<file path="config.mk">
export PLATFORM = sky130hd
export DESIGN_NAME = l2_line_mover
export DESIGN_NICKNAME = d
export VERILOG_FILES = /design/src/design/l2_cache_pkg.sv /design/src/design/l2_line_mover.sv
export VERILOG_INCLUDE_DIRS = /design/src /design/src/design
export SDC_FILE = /design/constraint.sdc
export NUM_CORES = 1
export LEC_CHECK = 0
export CAP_MARGIN = 20
export CORE_ASPECT_RATIO = 1.4
export CORE_MARGIN = 2
export CORE_UTILIZATION = 25
export DETAILED_ROUTE_END_ITERATION = 12
export DONT_BUFFER_PORTS = 1
export MAX_ROUTING_LAYER = met4
export RECOVER_POWER = 50
export SYNTH_ARGS = -nofsm -noshare
export SYNTH_HDL_FRONTEND = slang
export SYNTH_SLANG_ARGS = --single-unit
</file>
<file path="constraint.sdc">
create_clock -name clk -period 2.1 [get_ports clk]
set_input_delay 0.21 -clock clk [delete_from_list [all_inputs] [get_ports clk]]
set_output_delay 0.21 -clock clk [all_outputs]
set_load 0.05 [all_outputs]
</file>
<file path="src/design/l2_cache_settings.svh">
`ifndef L2_CACHE_SETTINGS_SVH
`define L2_CACHE_SETTINGS_SVH

// bus widths
`define L2_ADDR_W   32
`define L2_DATA_W   32

// geometry, 4 words per line, 16 sets, 2 ways
`define L2_OFFSET_W 2
`define L2_INDEX_W  4
`define L2_WAYS     2
`define L2_WAY_W    1

// addr minus index, offset and byte bits
`define L2_TAG_W    24

`endif

</file>
<file path="src/design/l2_cache_pkg.sv">
`include "l2_cache_settings.svh"

package l2_cache_pkg;

    // byte address as seen by the cache
    typedef struct packed {
        logic [`L2_TAG_W-1:0]    tag;
        logic [`L2_INDEX_W-1:0]  index;
        logic [`L2_OFFSET_W-1:0] word;
        logic [1:0]              byte_off;
    } l2_addr_fields_s;

    typedef union packed {
        logic [`L2_ADDR_W-1:0] raw;  // bus view
        l2_addr_fields_s       f;    // cache view
    } l2_addr_u;

    //////////////////////////////////////////////////////////////////////
    // wishbone classic, requester side
    typedef struct packed {
        logic                  cyc;
        logic                  stb;
        logic                  we;
        l2_addr_u              adr;
        logic [`L2_DATA_W-1:0] dat;
    } cpu_req_s;

    typedef struct packed {
        logic                  ack;
        logic [`L2_DATA_W-1:0] dat;
    } cpu_rsp_s;

    //////////////////////////////////////////////////////////////////////
    // wishbone classic, memory side
    typedef struct packed {
        logic                  cyc;
        logic                  stb;
        logic                  we;
        logic [`L2_ADDR_W-1:0] adr;
        logic [`L2_DATA_W-1:0] dat;
    } mem_req_s;

    typedef struct packed {
        logic                  ack;
        logic [`L2_DATA_W-1:0] dat;
    } mem_rsp_s;

endpackage

</file>
<file path="src/design/l2_line_mover.sv">
`timescale 1ns/10ps
`include "l2_cache_settings.svh"

module l2_line_mover (
    input  logic                    clk,
    input  logic                    rstn,
    input  logic                    start_i,
    input  logic                    write_i,
    input  l2_cache_pkg::l2_addr_u  base_i,
    input  logic [`L2_DATA_W-1:0]   rd_data_i,
    input  l2_cache_pkg::mem_rsp_s  mem_rsp_i,
    output logic                    done_o,
    output logic [`L2_OFFSET_W-1:0] rd_word_o,
    output logic                    refill_we_o,
    output logic [`L2_OFFSET_W-1:0] refill_word_o,
    output logic [`L2_DATA_W-1:0]   refill_data_o,
    output l2_cache_pkg::mem_req_s  mem_req_o
);

    localparam logic [1:0] MV_IDLE = 2'd0;
    localparam logic [1:0] MV_GAP  = 2'd1;  // cyc held, stb low
    localparam logic [1:0] MV_BUS  = 2'd2;
    localparam logic [1:0] MV_DONE = 2'd3;

    logic [1:0]              state_q;
    logic [`L2_OFFSET_W-1:0] cnt_q;
    logic                    write_q;
    l2_cache_pkg::l2_addr_u  base_q;
    l2_cache_pkg::l2_addr_u  word_adr;
    logic                    bus_ack;

    assign bus_ack = (state_q == MV_BUS) && mem_rsp_i.ack;

    always_ff @(posedge clk) begin
        if (!rstn) begin
            state_q <= MV_IDLE;
            cnt_q   <= '0;
            write_q <= 1'b0;
        end else if (start_i) begin
            cnt_q   <= '0;
            write_q <= write_i;
            state_q <= write_i ? MV_GAP : MV_BUS;  // writeback prefetches word 0
        end else begin
            case (state_q)
                MV_GAP: begin
                    state_q <= MV_BUS;
                end
                MV_BUS: begin
                    if (mem_rsp_i.ack) begin
                        cnt_q   <= cnt_q + 1'b1;
                        state_q <= (cnt_q == '1) ? MV_DONE : MV_GAP;
                    end
                end
                MV_DONE: begin
                    state_q <= MV_IDLE;
                end
                default: begin
                    state_q <= MV_IDLE;
                end
            endcase
        end
    end

    always_ff @(posedge clk) begin
        if (start_i) begin
            base_q <= base_i;
        end
    end

    always_comb begin
        word_adr            = base_q;
        word_adr.f.word     = cnt_q;
        word_adr.f.byte_off = '0;
    end

    //////////////////////////////////////////////////////////////////////
    // wishbone master and store side
    always_comb begin
        mem_req_o.cyc = (state_q == MV_GAP) || (state_q == MV_BUS);
        mem_req_o.stb = state_q == MV_BUS;
        mem_req_o.we  = write_q;
        mem_req_o.adr = word_adr.raw;
        mem_req_o.dat = rd_data_i;  // read one cycle ahead
    end

    assign rd_word_o     = cnt_q;
    assign refill_we_o   = bus_ack && !write_q;
    assign refill_word_o = cnt_q;
    assign refill_data_o = mem_rsp_i.dat;
    assign done_o        = state_q == MV_DONE;

endmodule

</file>
Yosys cells after proc, flatten, opt, wreduce, memory -nomap -nowiden:

Index checks and enable logic that the tools add are counted.

* add/subtract/negate cells: 1
* equal/unequal tests: 5
* mux-type cells: 5
* bitwise operators: 1
* reductions and logical operators: 6

Operator list (number)
* 2-to-1 mux 2 bit: 4
* == test 2 bit, second input constant: 3
* case mux 2 bit (2 select lines): 1
* inequality test 3 bit, second input constant: 1
* adder 2 x 1 -> 2 bit, second input constant: 1
* == test 2 x 1 -> 1 bit, second input constant: 1
* logical AND 1 bit: 2
* AND reduction 2 bit: 1
* OR reduction 2 bit: 1
* zero test 1 bit: 1
* logical OR 1 bit: 1
* inverter 1 bit: 1

* flip-flop bits (word level): 37
* bits of input ports: 101
* output and inout bits: 105
* logic and storage cells: 22

Longest topological paths before layout:

* depth in word-level cells: 5
* gate-level depth with buffers: 5
* depth with buffers taken out: 5

Worst setup path before layout:

No wires, ideal clock.

* path kind: reg2out
* start: register state_q[0]
* end: output refill_we_o
* arrival time: 1.376 ns
* required time: 1.890 ns
* path slack: 0.514 ns
* stages on the path, launching flop included: 5
* path buffers: 0
* cells stage by stage: dfxtp_1 -> inv_1 -> ha_1 -> nand2_1 -> nor2_1

* cells in the longest elaborated chain, start to end: 3

RTL lines
* start: declaration: line l2_line_mover.sv:25 `logic [1:0] state_q;`
* start signal: assignment: line l2_line_mover.sv:42 `state_q <= write_i ? MV_GAP : MV_BUS;`
* start signal: assignment: line l2_line_mover.sv:51 `state_q <= (cnt_q == '1) ? MV_DONE : MV_GAP;`
* == test 2 bit: line l2_line_mover.sv:32 `assign bus_ack = (state_q == MV_BUS) && mem_rsp_i.ack;`
* logical AND 1 bit: line l2_line_mover.sv:32
* logical AND 1 bit: line l2_line_mover.sv:87 `assign refill_we_o = bus_ack && !write_q;`
* end: declaration: line l2_line_mover.sv:14 `output logic refill_we_o,`

No other way between the ends.

Worst setup path after layout:

Ends and elaborated chain as after synthesis.

==> impl_metrics.tcl <==
set metrics [dict create \
    period_share 0.792 \
    hp-class "input port to flop" \
    final_hold_viol_count 0 \
    die_area_mm2 0.00741 \
    dr_wl_met2_um 1740 \
    drtIter0Drc 14 \
    synth_top_area_share 0.500 \
    setup_violations 0 \
    grt_pass1_wl_um 4740 \
    yosysSeqAreaShare 0.560 \
    status "finished, final reports clean" \
    num_vias 657 \
    gr-usage-all-layers 0.100 \
    highest_layer "met4" \
    crit_required_ps 1890 \
    ys.flop_type "edfxtp_1" \
    firstDrtPassIters 4 \
    fin_nets 180 \
    power_density_mw_per_mm2 1120 \
    routed_wl_um 3970 \
    rsz0062_at_grt "false" \
    yosysMostFrequentCell "buf_4" \
    fin_crit_ps 1660 \
    clock.fmax_mhz 601 \
    hpwl_um 3480 \
    die_w_um 73.3 \
    nFillCells 674 \
    tritoncts "yes" \
    ir_drop_v 0.000292 \
    met1_length_um 606 \
    cts.root.buffer_cell "clkbuf_8" \
    insertedDiodeCount 0 \
    hp-start "base_i[6]" \
    cts_setup_buffers 0 \
    clock-sinks 33 \
    numCtsBuffers 5 \
    hold_depth 0 \
    avgRoutedWirePerCell_um 26.7 \
    cts-resized-gates 0 \
    core-area_mm2 0.00657 \
    whs_endpoint "base_q[6]" \
    synth-seq-cells 33 \
    area_growth_pct -17.3 \
    port_buffers 0 \
    grt_overflow 0 \
    start_util 0.256 \
    synthTopCellsByCount "71 x buf_4, 28 x edfxtp_1, 5 x dfxtp_1, 5 x ha_1" \
    rows 35 \
    grt_max_degree 35 \
    slew_headroom 0.617 \
    ioPinCount 206 \
    slew_viol_final 0 \
    whs_ps 18.5 \
    final_core_util 0.212 \
    multiInputGateArea_um2 200 \
    hold_buffers 0 \
    syn_inst 132 \
    crit_arrival_ps 1450 \
    power.leakage_nw 0.510 \
    synthDistinctLibCells 19 \
    worstReg2RegEnd "state_q[0]" \
    clk_latency_ps 280 \
    antenna_found_initial 0 \
    cts_buffer_depth 2 \
    reg2reg_from "state_q[0]" \
    die_h_um 101 \
    htreeDepth 2 \
    ys_async_sr_fraction 0 \
    wl_met3_um 1270 \
    synth_area_mm2 0.00168 \
    clock_skew_ps 3.42 \
    drc 0 \
    cp_max_fo 4 \
    synth-edff-count 28 \
    synth_area_per_cell_um2 12.7 \
    seq_area_um2 943 \
    critPathCaptureType "primary output" \
    path_clk_slew_ps 70 \
    via_per_inst 4.41 \
    first_global_vias 621 \
    yosys_warnings 0 \
    tns_ps 0 \
    antenna_left 0 \
    rrSetupSlack_ps 570 \
    synth.area.top_cells "edfxtp_1 50%, buf_4 32%, dfxtp_1 6.0%, ha_1 3.7%, nand2b_1 1.1%" \
    yosysTopAreaCell "edfxtp_1" \
    power_mw 1.56 \
    drive_gt1_frac 0.200 \
    worst_pin_slew_ps 575 \
    maxCapViolCount 0 \
    crit_type "flop to primary output" \
    gp_congestion 0.715 \
    startpoint_type "flop" \
    r2r_cells 4 \
]
[power breakdown]
| group | leakage, nW | total [mW] | switching [mW] | internal [mW] |
|---|---|---|---|---|
| registers | 0.316 | 0.938 | 0.169 | 0.769 |
| clock network | 0.0528 | 0.560 | 0.211 | 0.350 |
| logic | 0.141 | 0.0632 | 0.0458 | 0.0174 |
[worst max path at each step]
stage	slack (ps)	end	from
after global routing	330	refill_we_o	state_q[0]
after CTS	400	refill_we_o	state_q[0]
after global placement	620	state_q[0]	state_q[0]
final	440	refill_we_o	state_q[0]
after floorplan	510	refill_we_o	state_q[0]
after detailed placement	570	state_q[0]	state_q[0]
[flip-flops by register name, indices dropped and copies added (netlist names)]
register	flops
base_q	28
rd_word_o	2
state_q	2
write_q	1
[layout by cell type (no fill, tap or decap)]
cell	count
edfxtp_1	28
ha_1	5
clkbuf_8	5
buf_4	5
inv_1	3
nand2_1	3
nand2b_1	3
dfxtp_1	3
nor2_1	2
a21oi_1	2
conb_1	2
dfxtp_2	2
xor2_1	1
nand2b_4	1
mux2_4	1
o211a_1	1
o31ai_1	1
nand4_1	1
o2bb2ai_1	1
nand3_1	1
a21boi_0	1
bufinv_16	1
clkbuf_1	1
clkinv_1	1
[metrics by stage]
step | setup WS (ps) | area, µm² | cells
floorplan | 514 | 1690 | 133
global placement | 617 | 1280 | 141
detailed placement | 574 | 1280 | 141
CTS | 400 | 1390 | 149
global route | 328 | 1390 | 149
finish | 437 | 1390 | 149
[worst max-delay path, stage by stage (launching register included)]
cell and delay, ps:
dfxtp_1 340, inv_1 90, ha_1 240, nand2_1 140, nor2_1 140, buf_4 220
[metal layers]
| layer | up-vias | track usage |
|---|---|---|
| met5 | - | - |
| met4 | 0 | 0.117 |
| met3 | 39 | 0.131 |
| met2 | 105 | 0.146 |
| met1 | 265 | 0.0334 |
| li1 | 248 | - |
[layout make-up]
class	instances	share of cell area
sequential	33	0.678
multi-input combinational	26	0.144
tap	74	0.0665
clock buffer	6	0.0522
timing repair buffer	5	0.0270
clock inverter	2	0.0243
inverter	3	0.00809
[logic make-up after synthesis]
group	after synthesis	synth area share
buffers and inverters	74	0.324
flip-flops	33	0.560
AND/OR/NAND/NOR	11	0.0372
AO/OA/AOI/OAI	6	0.0260
adder cells (fa/ha/maj)	5	0.0372
other	1	0.00223
XOR/XNOR	1	0.00521
multiplexers	1	0.00893
(Power assumes the default switching activity.)
