`src/design/l2_cache_settings.svh`:
```
`ifndef L2_CACHE_SETTINGS_SVH
`define L2_CACHE_SETTINGS_SVH

// bus widths
`define L2_ADDR_W   32
`define L2_DATA_W   32

// geometry, 4 words per line, 16 sets, 2 ways
`define L2_OFFSET_W 2
`define L2_INDEX_W  4
`define L2_WAYS     2
`define L2_WAY_W    1

// addr minus index, offset and byte bits
`define L2_TAG_W    24

`endif

```
`src/design/l2_cache_pkg.sv`:
```
`include "l2_cache_settings.svh"

package l2_cache_pkg;

    // byte address as seen by the cache
    typedef struct packed {
        logic [`L2_TAG_W-1:0]    tag;
        logic [`L2_INDEX_W-1:0]  index;
        logic [`L2_OFFSET_W-1:0] word;
        logic [1:0]              byte_off;
    } l2_addr_fields_s;

    typedef union packed {
        logic [`L2_ADDR_W-1:0] raw;  // bus view
        l2_addr_fields_s       f;    // cache view
    } l2_addr_u;

    //////////////////////////////////////////////////////////////////////
    // wishbone classic, requester side
    typedef struct packed {
        logic                  cyc;
        logic                  stb;
        logic                  we;
        l2_addr_u              adr;
        logic [`L2_DATA_W-1:0] dat;
    } cpu_req_s;

    typedef struct packed {
        logic                  ack;
        logic [`L2_DATA_W-1:0] dat;
    } cpu_rsp_s;

    //////////////////////////////////////////////////////////////////////
    // wishbone classic, memory side
    typedef struct packed {
        logic                  cyc;
        logic                  stb;
        logic                  we;
        logic [`L2_ADDR_W-1:0] adr;
        logic [`L2_DATA_W-1:0] dat;
    } mem_req_s;

    typedef struct packed {
        logic                  ack;
        logic [`L2_DATA_W-1:0] dat;
    } mem_rsp_s;

endpackage

```
`src/design/l2_tag_store.sv`:
```
`timescale 1ns/10ps
`include "l2_cache_settings.svh"

module l2_tag_store (
    input  logic                   clk,
    input  logic                   rstn,
    input  l2_cache_pkg::l2_addr_u lookup_addr_i,
    input  logic                   fill_i,
    input  logic                   set_dirty_i,
    input  logic [`L2_WAY_W-1:0]   way_i,
    output logic                   hit_o,
    output logic [`L2_WAY_W-1:0]   hit_way_o,
    output logic [`L2_WAY_W-1:0]   victim_way_o,
    output logic                   victim_dirty_o,
    output logic [`L2_TAG_W-1:0]   victim_tag_o
);

    localparam int SETS = 1 << `L2_INDEX_W;

    logic [`L2_TAG_W-1:0]   tag_mem [`L2_WAYS][SETS];
    logic [`L2_WAYS-1:0]    valid_q [SETS];
    logic [`L2_WAYS-1:0]    dirty_q [SETS];
    logic [`L2_WAY_W-1:0]   rr_q    [SETS];  // next victim per set

    logic [`L2_TAG_W-1:0]   tag_rd_q [`L2_WAYS];
    logic [`L2_WAYS-1:0]    valid_rd_q;
    logic [`L2_WAYS-1:0]    dirty_rd_q;
    logic [`L2_WAY_W-1:0]   rr_rd_q;
    logic [`L2_TAG_W-1:0]   cmp_tag_q;
    logic [`L2_WAYS-1:0]    hit_vec;
    logic [`L2_INDEX_W-1:0] idx;

    assign idx = lookup_addr_i.f.index;

    always_ff @(posedge clk) begin
        if (!rstn) begin
            for (int s = 0; s < SETS; s++) begin
                valid_q[s] <= '0;
                dirty_q[s] <= '0;
                rr_q[s]    <= '0;
            end
        end else if (fill_i) begin
            valid_q[idx][way_i] <= 1'b1;
            dirty_q[idx][way_i] <= 1'b0;  // fresh line from memory
            rr_q[idx]           <= rr_q[idx] + 1'b1;
        end else if (set_dirty_i) begin
            dirty_q[idx][way_i] <= 1'b1;
        end
    end

    // tag write and registered read of the whole set
    always_ff @(posedge clk) begin
        if (fill_i) begin
            tag_mem[way_i][idx] <= lookup_addr_i.f.tag;
        end
        for (int w = 0; w < `L2_WAYS; w++) begin
            tag_rd_q[w] <= tag_mem[w][idx];
        end
        valid_rd_q <= valid_q[idx];
        dirty_rd_q <= dirty_q[idx];
        rr_rd_q    <= rr_q[idx];
        cmp_tag_q  <= lookup_addr_i.f.tag;
    end

    always_comb begin
        for (int w = 0; w < `L2_WAYS; w++) begin
            hit_vec[w] = valid_rd_q[w] && (tag_rd_q[w] == cmp_tag_q);
        end
    end

    // lowest way wins
    always_comb begin
        hit_way_o = '0;
        for (int w = `L2_WAYS - 1; w >= 0; w--) begin
            if (hit_vec[w]) begin
                hit_way_o = w[`L2_WAY_W-1:0];
            end
        end
    end

    assign hit_o          = |hit_vec;
    assign victim_way_o   = rr_rd_q;
    assign victim_dirty_o = valid_rd_q[rr_rd_q] && dirty_rd_q[rr_rd_q];
    assign victim_tag_o   = tag_rd_q[rr_rd_q];

endmodule

```
`config.mk`:
```
export PLATFORM = sky130hd
export DESIGN_NAME = l2_tag_store
export DESIGN_NICKNAME = d
export VERILOG_FILES = /design/src/design/l2_cache_pkg.sv /design/src/design/l2_tag_store.sv
export VERILOG_INCLUDE_DIRS = /design/src /design/src/design
export SDC_FILE = /design/constraint.sdc
export NUM_CORES = 1
export LEC_CHECK = 0
export ABC_AREA = 1
export CAP_MARGIN = 20
export CORE_UTILIZATION = 50
export DETAILED_ROUTE_END_ITERATION = 8
export DONT_BUFFER_PORTS = 1
export GPL_TIMING_DRIVEN = 0
export HOLD_SLACK_MARGIN = 0.15
export PLACE_DENSITY = 0.64
export SLEW_MARGIN = 15
export SYNTH_ARGS = -nofsm -noshare
export SYNTH_HDL_FRONTEND = slang
export SYNTH_SLANG_ARGS = --single-unit
```
`constraint.sdc`:
```
create_clock -name clk -period 6 [get_ports clk]
set_input_delay 0.6 -clock clk [delete_from_list [all_inputs] [get_ports clk]]
set_output_delay 0.6 -clock clk [all_outputs]
set_load 0.02 [all_outputs]
```
# Yosys cells after proc, flatten, opt, wreduce, memory -nomap -nowiden
# Memory sizes are Yosys's and may differ from the RTL's. A register that Yosys moved wholly into a read port is not among the register bits.
# Cells that the tools add are included.
# Widths: inputs -> output; s select.
dict set report classes {
  add_sub_neg 1
  n_lt_le_gt_ge 5
  eq_ne 2
  n_mux 37
  n_bitwise 3
  reduce_logical 9
}
# op n
set ops {}
lappend ops {{$mux 384} 1}
lappend ops {{$bmux 24 s4} 2}
lappend ops {{$mux 24} 5}
lappend ops {{$demux 24 s4} 1}
lappend ops {{$eq 24x24->1} 2}
lappend ops {{$mux 1} 18}
lappend ops {{$mux 2} 6}
lappend ops {{$mux 4} 3}
lappend ops {{$reduce_or 2->1} 3}
lappend ops {{$ge 5x5->1 const B} 1}
lappend ops {{$logic_and 1x1->1} 5}
lappend ops {{$lt 5x1->1 const B} 1}
lappend ops {{$not 4->5} 1}
lappend ops {{$lt 1x2->1 const B} 2}
lappend ops {{$or 1x1->1} 2}
lappend ops {{$add 1x1->1 const B} 1}
lappend ops {{$demux 1 s1} 1}
lappend ops {{$ge 1x1->1 const B} 1}
lappend ops {{$reduce_or 1->1} 1}
dict set report word_totals {
  ff_bits 25
  mem_bits_rw 896
  output_inout_bits 28
  elab_cells 64
  n_memories 5
}
# memory words word_bits read_ports rd_clocked_by_memory_dff wr line_no
set memory_table {}
lappend memory_table {tag_mem 2 384 2 0 1 l2_tag_store.sv:20} ;# logic [`L2_TAG_W-1:0] tag_mem [`L2_WAYS][SETS];
lappend memory_table {tag_rd_q 2 24 3 1 2 l2_tag_store.sv:25} ;# logic [`L2_TAG_W-1:0] tag_rd_q [`L2_WAYS];
lappend memory_table {dirty_q 16 2 1 1 16 l2_tag_store.sv:22} ;# logic [`L2_WAYS-1:0] dirty_q [SETS];
lappend memory_table {valid_q 16 2 1 1 16 l2_tag_store.sv:21} ;# logic [`L2_WAYS-1:0] valid_q [SETS];
lappend memory_table {rr_q 16 1 1 0 16 l2_tag_store.sv:23} ;# logic [`L2_WAY_W-1:0] rr_q [SETS];

# Logic depth before layout (Yosys ltp)
dict set report logic_depth {
  word_depth 8
  ltp_mapped 12
  depth_no_buf 10
}

# Least setup slack after synthesis
# Ideal clock, no wire load.
dict set report synth_path {
  kind {input to register}
  startpoint {input lookup_addr_i[5] (netlist bit)}
  endpoint {memory tag_mem[0][360] (netlist bit) (enable)}
  arrival_time_ns 2.406
  path_slack_ns 3.189
  path_stages 7
  path_buffers 2
  path_cell_list {buf_6 > nor2_8 > buf_2 > inv_1 > nor2_1 > nand2_1 > nor2_1}
}
dict set report synth_via {
  elab_chain_len 6
  elab_cells_between_ends 7
}
# item line_no
set synth_lines {}
lappend synth_lines {{start, declared} l2_tag_store.sv:7} ;# input l2_cache_pkg::l2_addr_u lookup_addr_i,
lappend synth_lines {{$not 4->5 (implied by the code) (*)} l2_tag_store.sv:54} ;# tag_mem[way_i][idx] <= lookup_addr_i.f.tag;
lappend synth_lines {{$ge 5x5->1 (implied by the code) or $lt 5x1->1 (tied branches)} l2_tag_store.sv:54}
lappend synth_lines {{$logic_and 1x1->1 (implied by the code)} l2_tag_store.sv:54}
lappend synth_lines {{$mux 24 (implied by the code)} l2_tag_store.sv:54}
lappend synth_lines {{$demux 24 s4 (*)} l2_tag_store.sv:54}
lappend synth_lines {{$mux 384 (implied by the code) (*)} l2_tag_store.sv:54}
lappend synth_lines {{end, declared} l2_tag_store.sv:20}
# Mark *: on every way between the ends. The rest lies on a longest branch, timed or not.

==> results.toml <==
[layout]
nets = 2978
layout_common_cells = "834 x nand2_1, 800 x edfxtp_1, 344 x a22oi_1"
drive_above_1_share_pct = 13.0
area_growth_pct = 15.7
layout_commonest_cell = "nand2_1"

[sta]
slew_headroom_pct = 22.4
setup_violations = 0
report.final.slew_viol_count = 0
finalHoldViolCount = 0
fmax_mhz = 329
setup_slack_ns = 2.96
finClkSkew_ns = 0.0201
tns_ns = 0
period_minus_slack_ns = 3.04
tightest_slew_ns = 1.16
fin_crit_sh_pct = 50.6
rsz0062_at_grt = "no"

[critical_path]
reg2reg_depth = 9
critical_path_class = "flop to output pin"
rrSetupSlack_ns = 4.58
worstReg2RegEnd = "victim_way_o"
cp.arrival_ns = 2.44
crit_path_start_kind = "flop"
cp.required_ns = 5.40
critPathCaptureType = "output pin"
reg2reg_from = "rr_q[15]"
worstPathMaxFanout = 10

[min_path]
hold_class = "input port to flop"
worstHoldStart = "lookup_addr_i[27]"
hold_depth = 1
hold_path_end = "cmp_tag_q[19]"

[grt]
grt_pass1_wl_mm = 156
grt_max_degree = 34
grt_pass1_vias = 22861
grt.overflow.total = 0
antenna_found_initial = 15
globalRouteTotalUtil_pct = 29.8

[cts]
clockBufferDepth = 3
ctsResizeCount = 0
htree_levels = 3
hold_buffers = 25
cts_buffers = 94
numClockSinks = 925
clkSlewWorstSetupHoldPaths_ns = 0.06
insertion_delay_ns = 0.66
cts_setup_buffers = 0
cts_tree = "done"
cts_root_buffer = "clkbuf_16"

[logic_synthesis]
async_flop_share_pct = 0
netlist_instances = 2786
syn_avg_cell_area_sq_um = 12.9
synth-main-ff-cell = "edfxtp_1"
yosysWarnings = 0
synth_nets = 2823
ys_seq_area_share_pct = 73.9
syn-cell-area_sq_um = 35900
ys_ff_latch = 925
synth_edf_count = 800
synth_cell_types = 28

[drt]
wirelength_mm = 109
firstDrtPassIters = 5
vias_per_cell = 5.91
drcViolationCount = 0
wl_per_cell_um = 27.4
antenna_left = 0
num_vias = 23394
drt-initial-drc-count = 2888

[power]
ir_drop_mv = 0.227
netSwitchingFraction_pct = 23.1
p_per_area_nw_per_um2 = 332
p_switching_uw = 3190
clkPwrFrac_pct = 41.2
p_int_uw = 10600
leakage_uw = 0.0152
power_frac_seq_pct = 52.3
combPwrFrac_pct = 6.5

[floorplanning]
core_sq_um = 70500
start_util_pct = 50.9
die_w_um = 270
rows = 97
die_y_um = 270
die_area_sq_um = 72900
ioPinCount = 65

[placement]
hpwl_mm = 70.2
place.gp.congestion = 0.925
io_buffers = 0
place_ws_ns = 2.58

[run]
max-cap-violations = 0

[outcome]
status = "completed"
==> synthesized netlist by cell type, types with 16 or more instances <==
cell type,instances,area share [%]
buf_2,59,0.82
dfxtp_1,125,7.0
clkbuf_1,43,0.45
inv_1,201,2.1
edfxtp_1,800,67
nand2_1,834,8.7
nor2_1,130,1.4
nand3_1,23,0.32
buf_6,16,0.50
o21ai_0,93,1.3
a22oi_2,70,2.4
a22oi_1,344,7.2
==> layer usage <==
layer / up-vias / track usage (%) / routed length (um)
met3: 178 / 7.55 / 11600
met1: 11746 / 40.8 / 43700
met4: 10 / 9.96 / 3190
li1: 10243 / - / -
met2: 1217 / 46.6 / 50100
met5: - / 0 / 53
==> power by group through the flow <==
stage / registers [uW] / logic (uW) / clock network, uW
after global placement: 7330 / 723 / 0
after CTS: 7200 / 886 / 5700
after floorplan: 7290 / 483 / 0
after global routing: 7200 / 970 / 5950
after detailed placement: 7330 / 751 / 0
final: 7200 / 902 / 5670
==> registers in the layout, indices dropped and copies added, names as in the netlist <==
| name | count |
|---|---|
| tag_mem | 768 |
| cmp_tag_q | 24 |
| victim_way_o | 1 |
| valid_rd_q | 2 |
| dirty_q | 32 |
| tag_rd_q | 48 |
| valid_q | 32 |
| dirty_rd_q | 2 |
| rr_q | 16 |
==> layout make-up <==
| type | instances | area (sq um) |
|---|---|---|
| Timing Repair Buffer | 59 | 1240 |
| Tap cell | 940 | 1180 |
| Clock buffer | 126 | 2520 |
| Inverter | 208 | 783 |
| Buffer | 138 | 757 |
| Multi-Input combinational cell | 1515 | 8080 |
| Clock inverter | 47 | 440 |
| Fill cell | 5520 | 29000 |
| Sequential cell | 925 | 26500 |
| Antenna cell | 2 | 5.00 |
==> through the flow <==
| stage | hold slack, ns | total power (uW) | std cells | instance area (sq um) | utilization, % |
|---|---|---|---|---|---|
| global placement | 0.439 | 8060 | 3726 | 37100 | 52.6 |
| floorplan | 0.429 | 7770 | 2786 | 35900 | - |
| detailed placement | 0.448 | 8090 | 3758 | 38100 | 54.0 |
| finish | 0.170 | 13800 | 3960 | 41500 | 58.9 |
| CTS | 0.153 | 13800 | 3956 | 41500 | 58.9 |
| global route | 0.164 | 14100 | 3959 | 41500 | 58.9 |
==> worst max-delay path by stage <==
stage	from	endpoint	slack (ns)	cells after the start
3_3_place_gp	lookup_addr_i[6]	tag_mem[1][320]	0.83	5
2_1_floorplan	lookup_addr_i[5]	tag_mem[0][360]	3.19	7
3_5_place_dp	way_i	tag_mem[1][200]	2.58	5
5_1_grt	victim_way_o	victim_tag_o[14]	2.90	2
6_report	victim_way_o	victim_tag_o[14]	2.96	2
4_1_cts	victim_way_o	victim_tag_o[14]	2.99	2
==> kinds of logic after synthesis <==
group / count (synthesis) / synth area share (%)
AND/OR/NAND/NOR: 995 / 10.6
flip-flops: 925 / 73.9
AO/OA/AOI/OAI: 514 / 11.1
buffers and inverters: 346 / 4.29
XOR/XNOR: 6 / 0.146
==> worst max-delay path: stages (launching register included) <==
cell,delay [ns]
dfxtp_1,0.56
clkinv_1,0.42
o21ai_0,0.79
(Power assumes the default switching activity.)
