### src/design/l2_cache_settings.svh
`ifndef L2_CACHE_SETTINGS_SVH
`define L2_CACHE_SETTINGS_SVH

// bus widths
`define L2_ADDR_W   32
`define L2_DATA_W   32

// geometry, 4 words per line, 16 sets, 2 ways
`define L2_OFFSET_W 2
`define L2_INDEX_W  4
`define L2_WAYS     2
`define L2_WAY_W    1

// addr minus index, offset and byte bits
`define L2_TAG_W    24

`endif

### src/design/l2_cache_pkg.sv
`include "l2_cache_settings.svh"

package l2_cache_pkg;

    // byte address as seen by the cache
    typedef struct packed {
        logic [`L2_TAG_W-1:0]    tag;
        logic [`L2_INDEX_W-1:0]  index;
        logic [`L2_OFFSET_W-1:0] word;
        logic [1:0]              byte_off;
    } l2_addr_fields_s;

    typedef union packed {
        logic [`L2_ADDR_W-1:0] raw;  // bus view
        l2_addr_fields_s       f;    // cache view
    } l2_addr_u;

    //////////////////////////////////////////////////////////////////////
    // wishbone classic, requester side
    typedef struct packed {
        logic                  cyc;
        logic                  stb;
        logic                  we;
        l2_addr_u              adr;
        logic [`L2_DATA_W-1:0] dat;
    } cpu_req_s;

    typedef struct packed {
        logic                  ack;
        logic [`L2_DATA_W-1:0] dat;
    } cpu_rsp_s;

    //////////////////////////////////////////////////////////////////////
    // wishbone classic, memory side
    typedef struct packed {
        logic                  cyc;
        logic                  stb;
        logic                  we;
        logic [`L2_ADDR_W-1:0] adr;
        logic [`L2_DATA_W-1:0] dat;
    } mem_req_s;

    typedef struct packed {
        logic                  ack;
        logic [`L2_DATA_W-1:0] dat;
    } mem_rsp_s;

endpackage

### src/design/l2_ctrl_fsm.sv
`timescale 1ns/10ps
`include "l2_cache_settings.svh"

module l2_ctrl_fsm (
    input  logic                    clk,
    input  logic                    rstn,
    input  l2_cache_pkg::cpu_req_s  cpu_req_i,
    input  logic                    hit_i,
    input  logic [`L2_WAY_W-1:0]    hit_way_i,
    input  logic [`L2_WAY_W-1:0]    victim_way_i,
    input  logic                    victim_dirty_i,
    input  logic [`L2_TAG_W-1:0]    victim_tag_i,
    input  logic [`L2_DATA_W-1:0]   rd_data_i,
    input  logic                    move_done_i,
    output l2_cache_pkg::cpu_rsp_s  cpu_rsp_o,
    output logic                    tag_fill_o,
    output logic                    tag_set_dirty_o,
    output logic [`L2_WAY_W-1:0]    tag_way_o,
    output logic                    data_we_o,
    output logic [`L2_WAY_W-1:0]    data_way_o,
    output logic [`L2_OFFSET_W-1:0] data_word_o,
    output logic                    data_src_refill_o,
    output logic                    move_start_o,
    output logic                    move_write_o,
    output l2_cache_pkg::l2_addr_u  move_base_o
);

    localparam logic [2:0] ST_IDLE          = 3'd0;
    localparam logic [2:0] ST_LOOKUP        = 3'd1;
    localparam logic [2:0] ST_WRITEBACK     = 3'd2;
    localparam logic [2:0] ST_REFILL        = 3'd3;
    localparam logic [2:0] ST_REPLACE_WRITE = 3'd4;
    localparam logic [2:0] ST_DONE          = 3'd5;

    logic [2:0]             state_q;
    logic [2:0]             state_d;
    logic                   req_valid;
    logic                   req_we_q;
    l2_cache_pkg::l2_addr_u req_adr_q;
    logic [`L2_WAY_W-1:0]   way_q;      // victim way kept across the miss
    logic                   way_we;
    l2_cache_pkg::l2_addr_u line_adr;
    l2_cache_pkg::l2_addr_u victim_adr;

    assign req_valid = cpu_req_i.cyc && cpu_req_i.stb;

    always_ff @(posedge clk) begin
        if (!rstn) begin
            state_q <= ST_IDLE;
        end else begin
            state_q <= state_d;
        end
    end

    always_ff @(posedge clk) begin
        if (state_q == ST_IDLE && req_valid) begin
            req_we_q  <= cpu_req_i.we;
            req_adr_q <= cpu_req_i.adr;
        end
        if (way_we) begin
            way_q <= victim_way_i;
        end
    end

    // line base of the request and of the victim
    always_comb begin
        line_adr            = req_adr_q;
        line_adr.f.word     = '0;
        line_adr.f.byte_off = '0;
        victim_adr          = line_adr;
        victim_adr.f.tag    = victim_tag_i;
    end

    //////////////////////////////////////////////////////////////////////
    // next state and controls
    always_comb begin
        state_d           = state_q;
        cpu_rsp_o.ack     = 1'b0;
        cpu_rsp_o.dat     = rd_data_i;
        tag_fill_o        = 1'b0;
        tag_set_dirty_o   = 1'b0;
        tag_way_o         = way_q;
        data_we_o         = 1'b0;
        data_way_o        = way_q;
        data_word_o       = req_adr_q.f.word;
        data_src_refill_o = 1'b0;
        move_start_o      = 1'b0;
        move_write_o      = 1'b0;
        move_base_o       = line_adr;
        way_we            = 1'b0;
        case (state_q)
            ST_IDLE: begin
                if (req_valid) begin
                    state_d = ST_LOOKUP;  // tags and data read this cycle
                end
            end
            ST_LOOKUP: begin
                if (hit_i) begin
                    cpu_rsp_o.ack = 1'b1;
                    tag_way_o     = hit_way_i;
                    data_way_o    = hit_way_i;
                    if (req_we_q) begin
                        data_we_o       = 1'b1;
                        tag_set_dirty_o = 1'b1;
                    end
                    state_d = ST_IDLE;
                end else begin
                    way_we       = 1'b1;
                    move_start_o = 1'b1;
                    if (victim_dirty_i) begin
                        move_write_o = 1'b1;
                        move_base_o  = victim_adr;
                        state_d      = ST_WRITEBACK;
                    end else begin
                        state_d = ST_REFILL;
                    end
                end
            end
            ST_WRITEBACK: begin
                if (move_done_i) begin
                    move_start_o = 1'b1;  // refill right behind the writeback
                    state_d      = ST_REFILL;
                end else begin
                    move_write_o = 1'b1;
                end
            end
            ST_REFILL: begin
                data_src_refill_o = 1'b1;
                if (move_done_i) begin
                    tag_fill_o = 1'b1;
                    state_d    = req_we_q ? ST_REPLACE_WRITE : ST_DONE;
                end
            end
            ST_REPLACE_WRITE: begin
                data_we_o       = 1'b1;
                tag_set_dirty_o = 1'b1;
                state_d         = ST_DONE;
            end
            ST_DONE: begin
                cpu_rsp_o.ack = 1'b1;  // read data fetched from the new line
                state_d       = ST_IDLE;
            end
            default: begin
                state_d = ST_IDLE;
            end
        endcase
    end

endmodule

### config.mk
export PLATFORM = sky130hd
export DESIGN_NAME = l2_ctrl_fsm
export DESIGN_NICKNAME = d
export VERILOG_FILES = /design/src/design/l2_cache_pkg.sv /design/src/design/l2_ctrl_fsm.sv
export VERILOG_INCLUDE_DIRS = /design/src /design/src/design
export SDC_FILE = /design/constraint.sdc
export NUM_CORES = 1
export LEC_CHECK = 0
export BUFFER_PORTS_ARGS = -buffer_cell sky130_fd_sc_hd__buf_2
export CAP_MARGIN = 20
export CORE_MARGIN = 4
export CORE_UTILIZATION = 35
export CTS_BUF_LIST = sky130_fd_sc_hd__clkbuf_8
export CTS_CLUSTER_SIZE = 8
export DETAILED_ROUTE_END_ITERATION = 10
export HOLD_SLACK_MARGIN = 0.1
export PLACE_DENSITY = 0.81
export SYNTH_ARGS = -nofsm -noshare
export SYNTH_HDL_FRONTEND = slang
export SYNTH_SLANG_ARGS = --single-unit
### constraint.sdc
create_clock -name clk -period 3.96 [get_ports clk]
set_input_delay 0.198 -clock clk [delete_from_list [all_inputs] [get_ports clk]]
set_output_delay 0.198 -clock clk [all_outputs]
set_load 0.1 [all_outputs]
After elaboration in Yosys (flattened, before gate mapping)
Cells that the tools add are included.
{ "classes": {"n_eq_ne": 8, "muxes": 27, "reduce_logical": 4} }
{ "op_table": {"columns": ["op", "count"], "rows": [
  ["$mux W32", 3],
  ["$mux W1", 15],
  ["$pmux W3 S5", 1],
  ["$mux W3", 3],
  ["$pmux W1 S2", 4],
  ["$eq A3 B2 Y1 const B", 2],
  ["$eq A3 B3 Y1 const B", 2],
  ["$ne A2 B2 Y1 const B", 3],
  ["$eq A3 B1 Y1 const B", 1],
  ["$logic_not A3 Y1", 1],
  ["$reduce_and A3 Y1", 1],
  ["$logic_and A1 B1 Y1", 2],
  ["$mux W2", 1]
]} }
{ "word_totals": {"reg_bits": 37, "inputBits": 130, "out_inout_bits": 75, "elab_cells": 43} }

Logic depth before layout (Yosys ltp)
Gate-level depths: netlist (run 1).
{ "logic_depth": {"ltp_word": 3, "depth_mapped": 5, "ltp_nobuf": 3} }

Worst setup path after synthesis (run 1)
OpenSTA, ideal clock, no wires.
{ "synth_path": {"path_kind": "reg2reg", "from": "reg state_q[2]", "to": "reg req_adr_q[10] (netlist name), enable pin", "setup_ps": 458, "t_arrival_ps": 2723, "required_ps": 3502, "slack_ps": 779, "stages_incl_launch_ff": 3, "n_path_buf": 1, "period_less_slack_ps": 3181, "path_cell_list": "dfxtp_1 -> clkbuf_1 -> nor3_1"} }
{ "synth_between": {"elab_chain_cells": 2} }
{ "synth_lines": {"columns": ["element", "line_no", "rtl"], "rows": [
  ["start, declared", "l2_ctrl_fsm.sv:35", "logic [2:0] state_q;"],
  ["start signal, assigned", "l2_ctrl_fsm.sv:51", "state_q <= state_d;"],
  ["$logic_not A3 Y1", "l2_ctrl_fsm.sv:56", "if (state_q == ST_IDLE && req_valid) begin"],
  ["$logic_and A1 B1 Y1", "l2_ctrl_fsm.sv:56", null],
  ["end signal, assigned", "l2_ctrl_fsm.sv:58", "req_adr_q <= cpu_req_i.adr;"],
  ["end, declared", "l2_ctrl_fsm.sv:39", "l2_cache_pkg::l2_addr_u req_adr_q;"]
]} }
Every way passes these cells.
A chain may end at the register's enable or synchronous reset.

==> metrics, run 1 <==
outcome completed; die area 0.00680 sq mm; layout cell share with drive strength beyond 1 59.1%; max-slew violations 0; shortest period the worst path allows 2.48 ns; combinational share of power 32.3%; DR iter-0 viols 17; post_cts resized 0; Via density 4.32; sequential area share after synthesis 52.6%; Vias 1327; Synth Register Bits 35; Initial Util 37.1%; first-pass GRT wire length 6510 microns; Mapped Area 0.00194 sq mm; Synth Area in Simple Gates 6.58%; gr ovfl total 0; CP required ~3.8 ns; DRC 0; area of the multi-input gates 564 sq um; Crit path max-delay family flip-flops; row count 26; period utilization a little over three fifths; vias in the first global route 1402; switching share of power 37.6%; largest net degree at the start of global routing 26; max-cap violations 0; Worst Path Class, Setup reg -> out; Area contributors post-synth edfxtp_1, buf_4, mux2_4; syn avg cell area 14.0 sq um; dpl cell area roughly 0.0022 sq mm; multiplexer share of the synthesized area about 18%; placer congestion estimate a little over 0.7; sequential share of power 42.4%; synthesized netlist cell count 139; # Post-CTS Setup Buffers 0; FILL cells between 400 and 500; core area 0.00524 sq mm; wire length per cell around 14 microns; Worst Clk Skew 0.00723 ns; hpwl dp 3110 microns; fmax ~400 MHz; Hold WC Path Type in -> reg; Skew-Pair Late Insertion Delay 0.29 ns; PortBufs 102; CTS tree built; Layout Area Growth over Synthesis 34.6%; Total Wirelength about 4300 microns; Final #Nets between 300 and 400; IR drop worst, VDD 0.294 mV; nature of the critical path endpoint output pin; Place WS 1.78 ns; largest family of logic cells by synthesized area buffers and inverters; Synth cell types 27; Max stage delay cell, worst path dfxtp_1; worst-path maximum fanout 25; final hold vios 0; cell taking the most area after synthesis edfxtp_1; Worst Slack Setup Final 1.48 ns; clk buf depth 2; Boundary Pins 205; CP Cell Sequence nand4_4 -> mux2_2 -> buf_2; antenna-violating nets left 0; Yosys top cell area share 49.5%; Final setup viols 0; RSZ-0062 raised after global routing false; Internal between 600 and 700 uW; Total Neg Setup Slack 0 ns; CTS Root Cell clkbuf_8; Die H 82.5 microns; Crit path largest cell delay between 0.5 and 0.6 ns; Ys Warns 0; GRT Util Overall between 10% and 20%; Sequential Area just over 0.001 sq mm; post-synthesis xor/xnor area fraction 0%; Clk pin slew, worst setup/hold paths 0.07 ns; clock sink count 35; drt pass-1 iters 4; Worst setup SP type flop; Synth Area in Compound Gates under 10%; Psw between 300 and 400 uW; relative slew slack 48.4%; htree depth 2; die width 82.5 microns; adder-cell area share of the yosys netlist 0%; clock share of power 25.3%; arrival time worst endpoint about 2.3 ns; WP buf/inv 1; n_diodes 0; Leak 0.00119 uW; CTS buffer count 5; Tightest Pin Transition 0.769 ns; Pwr Density 393 mW/mm^2; initial antenna violation count 0; final instance area approximately 0.0026 sq mm; CTS hold repair buffers 32
[metrics by stage]
| step | util (%) | total power (uW) | instances | hold slack (ns) |
|---|---|---|---|---|
| global route | 49.9 | 1080 | 307 | 0.170 |
| detailed placement | 42.0 | 752 | 267 | 0.376 |
| global placement | 42.0 | 749 | 267 | 0.375 |
| finish | 49.9 | 1030 | 307 | 0.161 |
| floorplan | - | 855 | 142 | 0.297 |
| CTS | 49.9 | 1040 | 307 | 0.153 |
[state kept, by name, indices dropped and copies added (netlist names)]
signal,count
req_we_q,1
way_q,1
state_q,3
req_adr_q,30
[path summary, 6_finish.rpt]
check	cells past startpoint	slack, ns	endpoint	startpoint
worst min-delay path	2	0.16	state_q[2]	rstn
worst max register to register	4	1.96	req_adr_q[31]	state_q[1]
worst max-delay path	3	1.48	move_base_o[8]	state_q[0]
worst min register to register	2	0.64	state_q[2]	state_q[1]
[routing by layer]
layer	share of wire (%)	vias to the layer above	routed length, microns	GRT usage, %
met3	11	10	490	5.10
met1	32	599	1380	13.0
met4	1.2	0	51	4.32
met5	0	-	0	0
li1	-	645	-	-
met2	55	73	2380	24.0
[synthesized netlist by cell type]
cell type / n
mux2_4: 19
edfxtp_1: 32
mux2_2: 6
a21oi_1: 2
o221ai_1: 1
nand4b_1: 1
nand4_4: 1
nand2b_1: 2
buf_4: 45
nor2_4: 1
a31oi_1: 1
nand2_1: 1
a211oi_1: 1
nor3b_1: 2
nand2b_2: 1
conb_1: 1
nand3b_1: 1
buf_6: 2
nor3_1: 3
nand3_1: 1
inv_1: 2
nor2_1: 5
o31ai_1: 1
clkbuf_1: 1
a2bb2oi_1: 1
o21a_1: 2
dfxtp_1: 3
[layout make-up]
cell class                      instances  area share [%]
Sequential cell                        35            39.1
Inverter                                2           0.287
Multi-Input combinational cell         57            21.6
Timing Repair Buffer                  135            32.1
Clock buffer                            5            2.63
Clock inverter                          3           0.958
Tap cell                               70            3.35
[worst reg2reg max path, cell delays in order, from the launching register on]
cell and delay (ns):
dfxtp_1 0.37, inv_1 0.16, nand3_1 0.13, nor3_2 0.60, buf_4 0.42
[logic make-up (layout without fill, tap and decap cells)]
| logic type | Yosys count | in the layout |
|---|---|---|
| mux | 25 | 25 |
| other cells | 1 | 4 |
| buf+inv | 50 | 145 |
| compound gates | 9 | 9 |
| flops | 35 | 35 |
| simple gates | 19 | 19 |
[power by group through the flow]
| stage | Clock, uW | Sequential (uW) | Combinational [uW] |
|---|---|---|---|
| final | 260 | 436 | 332 |
| after global routing | 292 | 439 | 346 |
| after CTS | 271 | 436 | 333 |
| after detailed placement | 0 | 444 | 308 |
| after global placement | 0 | 443 | 306 |
| after floorplan | 0 | 441 | 414 |
[cells in the final DEF (no fill, tap or decap)]
master and instances:
buf_2 102, dlygate4sd3_1 32, edfxtp_1 32, mux2_4 19, mux2_2 6, nor2_1 5, clkbuf_8 5, conb_1 4
dfxtp_1 3, inv_1 2, nand2b_1 2, nor3_1 2, o21a_1 2, a21oi_1 2, nor3b_1 2, clkinv_4 2
nand2b_2 1, nand3b_1 1, nor2_4 1, nand4_4 1, o31ai_1 1, nand3_1 1, nor3_2 1, nand4b_1 1
nand2_1 1, a211oi_1 1, a31oi_1 1, o221ai_1 1, a2bb2oi_1 1, clkinvlp_4 1, buf_4 1
Note: power is estimated with default switching activity, not from simulation.
==> inputs of run 2 (changes only) <==
==> constraint.sdc (replaced) <==
create_clock -name clk -period 2.4 [get_ports clk]
set_input_delay 0.12 -clock clk [delete_from_list [all_inputs] [get_ports clk]]
set_output_delay 0.12 -clock clk [all_outputs]
set_load 0.1 [all_outputs]
==> metrics, run 2 (synthesized netlist as in run 1, its figures left out) <==
outcome completed (unchanged); Leak 0.00125 uW (was 0.00119 uW); drt pass-1 iters 4 (unchanged); CTS buffer count 5 (unchanged); largest net degree at the start of global routing 26 (unchanged); IR drop worst, VDD 0.401 mV (was 0.294 mV); fmax 440 MHz; clock sink count 35 (unchanged); max-slew violations 0 (unchanged); CP required 2.28 ns (was 3.76 ns); Vias 1381 (was 1327); Pwr Density 658 mW/mm^2 (was 393 mW/mm^2); Via density 4.44 (was 4.32); Total Neg Setup Slack 0 ns (unchanged); worst-path maximum fanout 25 (unchanged); Boundary Pins 205 (unchanged); period utilization 94.7%; core area 0.00524 sq mm (unchanged); Place WS 0.420 ns (was 1.78 ns); GRT Util Overall 13.4% (was 12.9%); Worst setup SP type flop (unchanged); RSZ-0062 raised after global routing false (unchanged); Final #Nets 370 (was 366); R2R depth 4 (unchanged); vias in the first global route 1472 (was 1402); DR iter-0 viols 32 (was 17); Tightest Pin Transition 0.644 ns (was 0.769 ns); biggest regs req_adr_q: 30 flops, state_q: 3 flops (unchanged); n_diodes 0 (unchanged); htree depth 2 (unchanged); area of the multi-input gates 579 sq um (was 564 sq um); first-pass GRT wire length 6840 microns (was 6510 microns); WHS Path Cells 3 (was 2); hpwl dp 3230 microns (was 3110 microns); arrival time worst endpoint 2.15 ns (was 2.28 ns); Skew-Pair Late Insertion Delay 0.28 ns (was 0.29 ns); final hold vios 0 (unchanged); nature of the critical path endpoint output pin (unchanged); Hold WC Path Type in -> reg (unchanged); DRC 0 (unchanged); Sequential Area 0.00102 sq mm (unchanged); max reg flops 30 (unchanged); Worst Path Class, Setup reg -> out (unchanged); most common cell after layout, fill and taps aside buf_2 (unchanged); clk buf depth 2 (unchanged); FILL cells 460 (was 481); row count 26 (unchanged); Layout Area Growth over Synthesis 41.7% (was 34.6%); shortest period the worst path allows 2.27 ns; Final setup viols 0 (unchanged); gr ovfl total 0 (unchanged); Initial Util 37.1% (unchanged); Total Wirelength 4570 microns (was 4300 microns); CTS tree built (unchanged); Biggest register req_adr_q (unchanged); wire length per cell 14.7 microns (was 14.0 microns); die area 0.00680 sq mm (unchanged); CTS Root Cell clkbuf_8 (unchanged); relative slew slack 57.0% (was 48.4%); Die H 82.5 microns (unchanged); most frequent cells in the layout buf_2, dlygate4sd3_1, edfxtp_1, mux2_4, mux2_2 (unchanged); initial antenna violation count 0 (unchanged); max-cap violations 0 (unchanged); antenna-violating nets left 0 (unchanged); Worst Slack Setup Final 0.127 ns (was 1.48 ns); die width 82.5 microns (unchanged); placer congestion estimate 0.758 (was 0.719); PortBufs 102 (unchanged); Worst Clk Skew 0.00732 ns (was 0.00723 ns); layout cell share with drive strength beyond 1 59.8% (was 59.1%); Clk pin slew, worst setup/hold paths 0.07 ns (about the same)
==> run 2: where the power goes <==
group	internal [uW]	leakage [uW]	switching, uW	total [uW]
registers	704	0.000322	12.2	716
logic	171	0.000872	414	585
clock network	304	0.0000556	205	509
total	1180	0.00125	631	1810
==> run 2: path summary, 6_finish.rpt <==
kind,startpoint,to,slack (ns)
max,state_q[1],move_base_o[13],0.13
min,cpu_req_i[66],state_q[0],0.21
max reg2reg,state_q[1],req_adr_q[5],0.91
min reg2reg,state_q[1],state_q[1],0.65
==> run 2: area by class of cell <==
class / instances / area share, %
Timing Repair Buffer: 139 / 34.4
Sequential cell: 35 / 37.1
Clock inverter: 3 / 1.41
Multi-Input combinational cell: 57 / 21.1
Clock buffer: 5 / 2.50
Inverter: 2 / 0.273
Tap cell: 70 / 3.19
==> run 2: through the flow <==
step / area, sq um / total power (uW) / instances / hold slack [ns] / util, %
final: 2750 / 1810 / 311 / 0.214 / 52.5
after global routing: 2750 / 1890 / 311 / 0.233 / 52.5
after CTS: 2750 / 1830 / 311 / 0.198 / 52.5
after detailed placement: 2310 / 1270 / 270 / 0.241 / 44.1
after global placement: 2310 / 1260 / 270 / 0.241 / 44.1
after floorplan: 1970 / 1410 / 142 / 0.219 / -
==> run 2: repair_timing <==
item | 4_1_cts | 5_1_grt
resized for setup | 0 | 0
hold buffers | 33 | 0
endpoints found under the setup margin | 0 | 0
hold endpoints to repair | 34 | 0
setup buffers | 0 | 0
==> run 2: metal layers <==
metal	vias to the layer above	GRT usage (%)	routed length (microns)
met5	-	0	0
met4	0	3.49	48
met3	6	4.66	374
met2	79	25.9	2570
met1	645	13.5	1580
li1	651	-	-
==> run 2: critical path: stages, from the launching register on <==
cell,delay (ns)
dfxtp_1,0.39
inv_1,0.16
nand4_4,0.51
mux2_4,0.50
buf_2,0.29
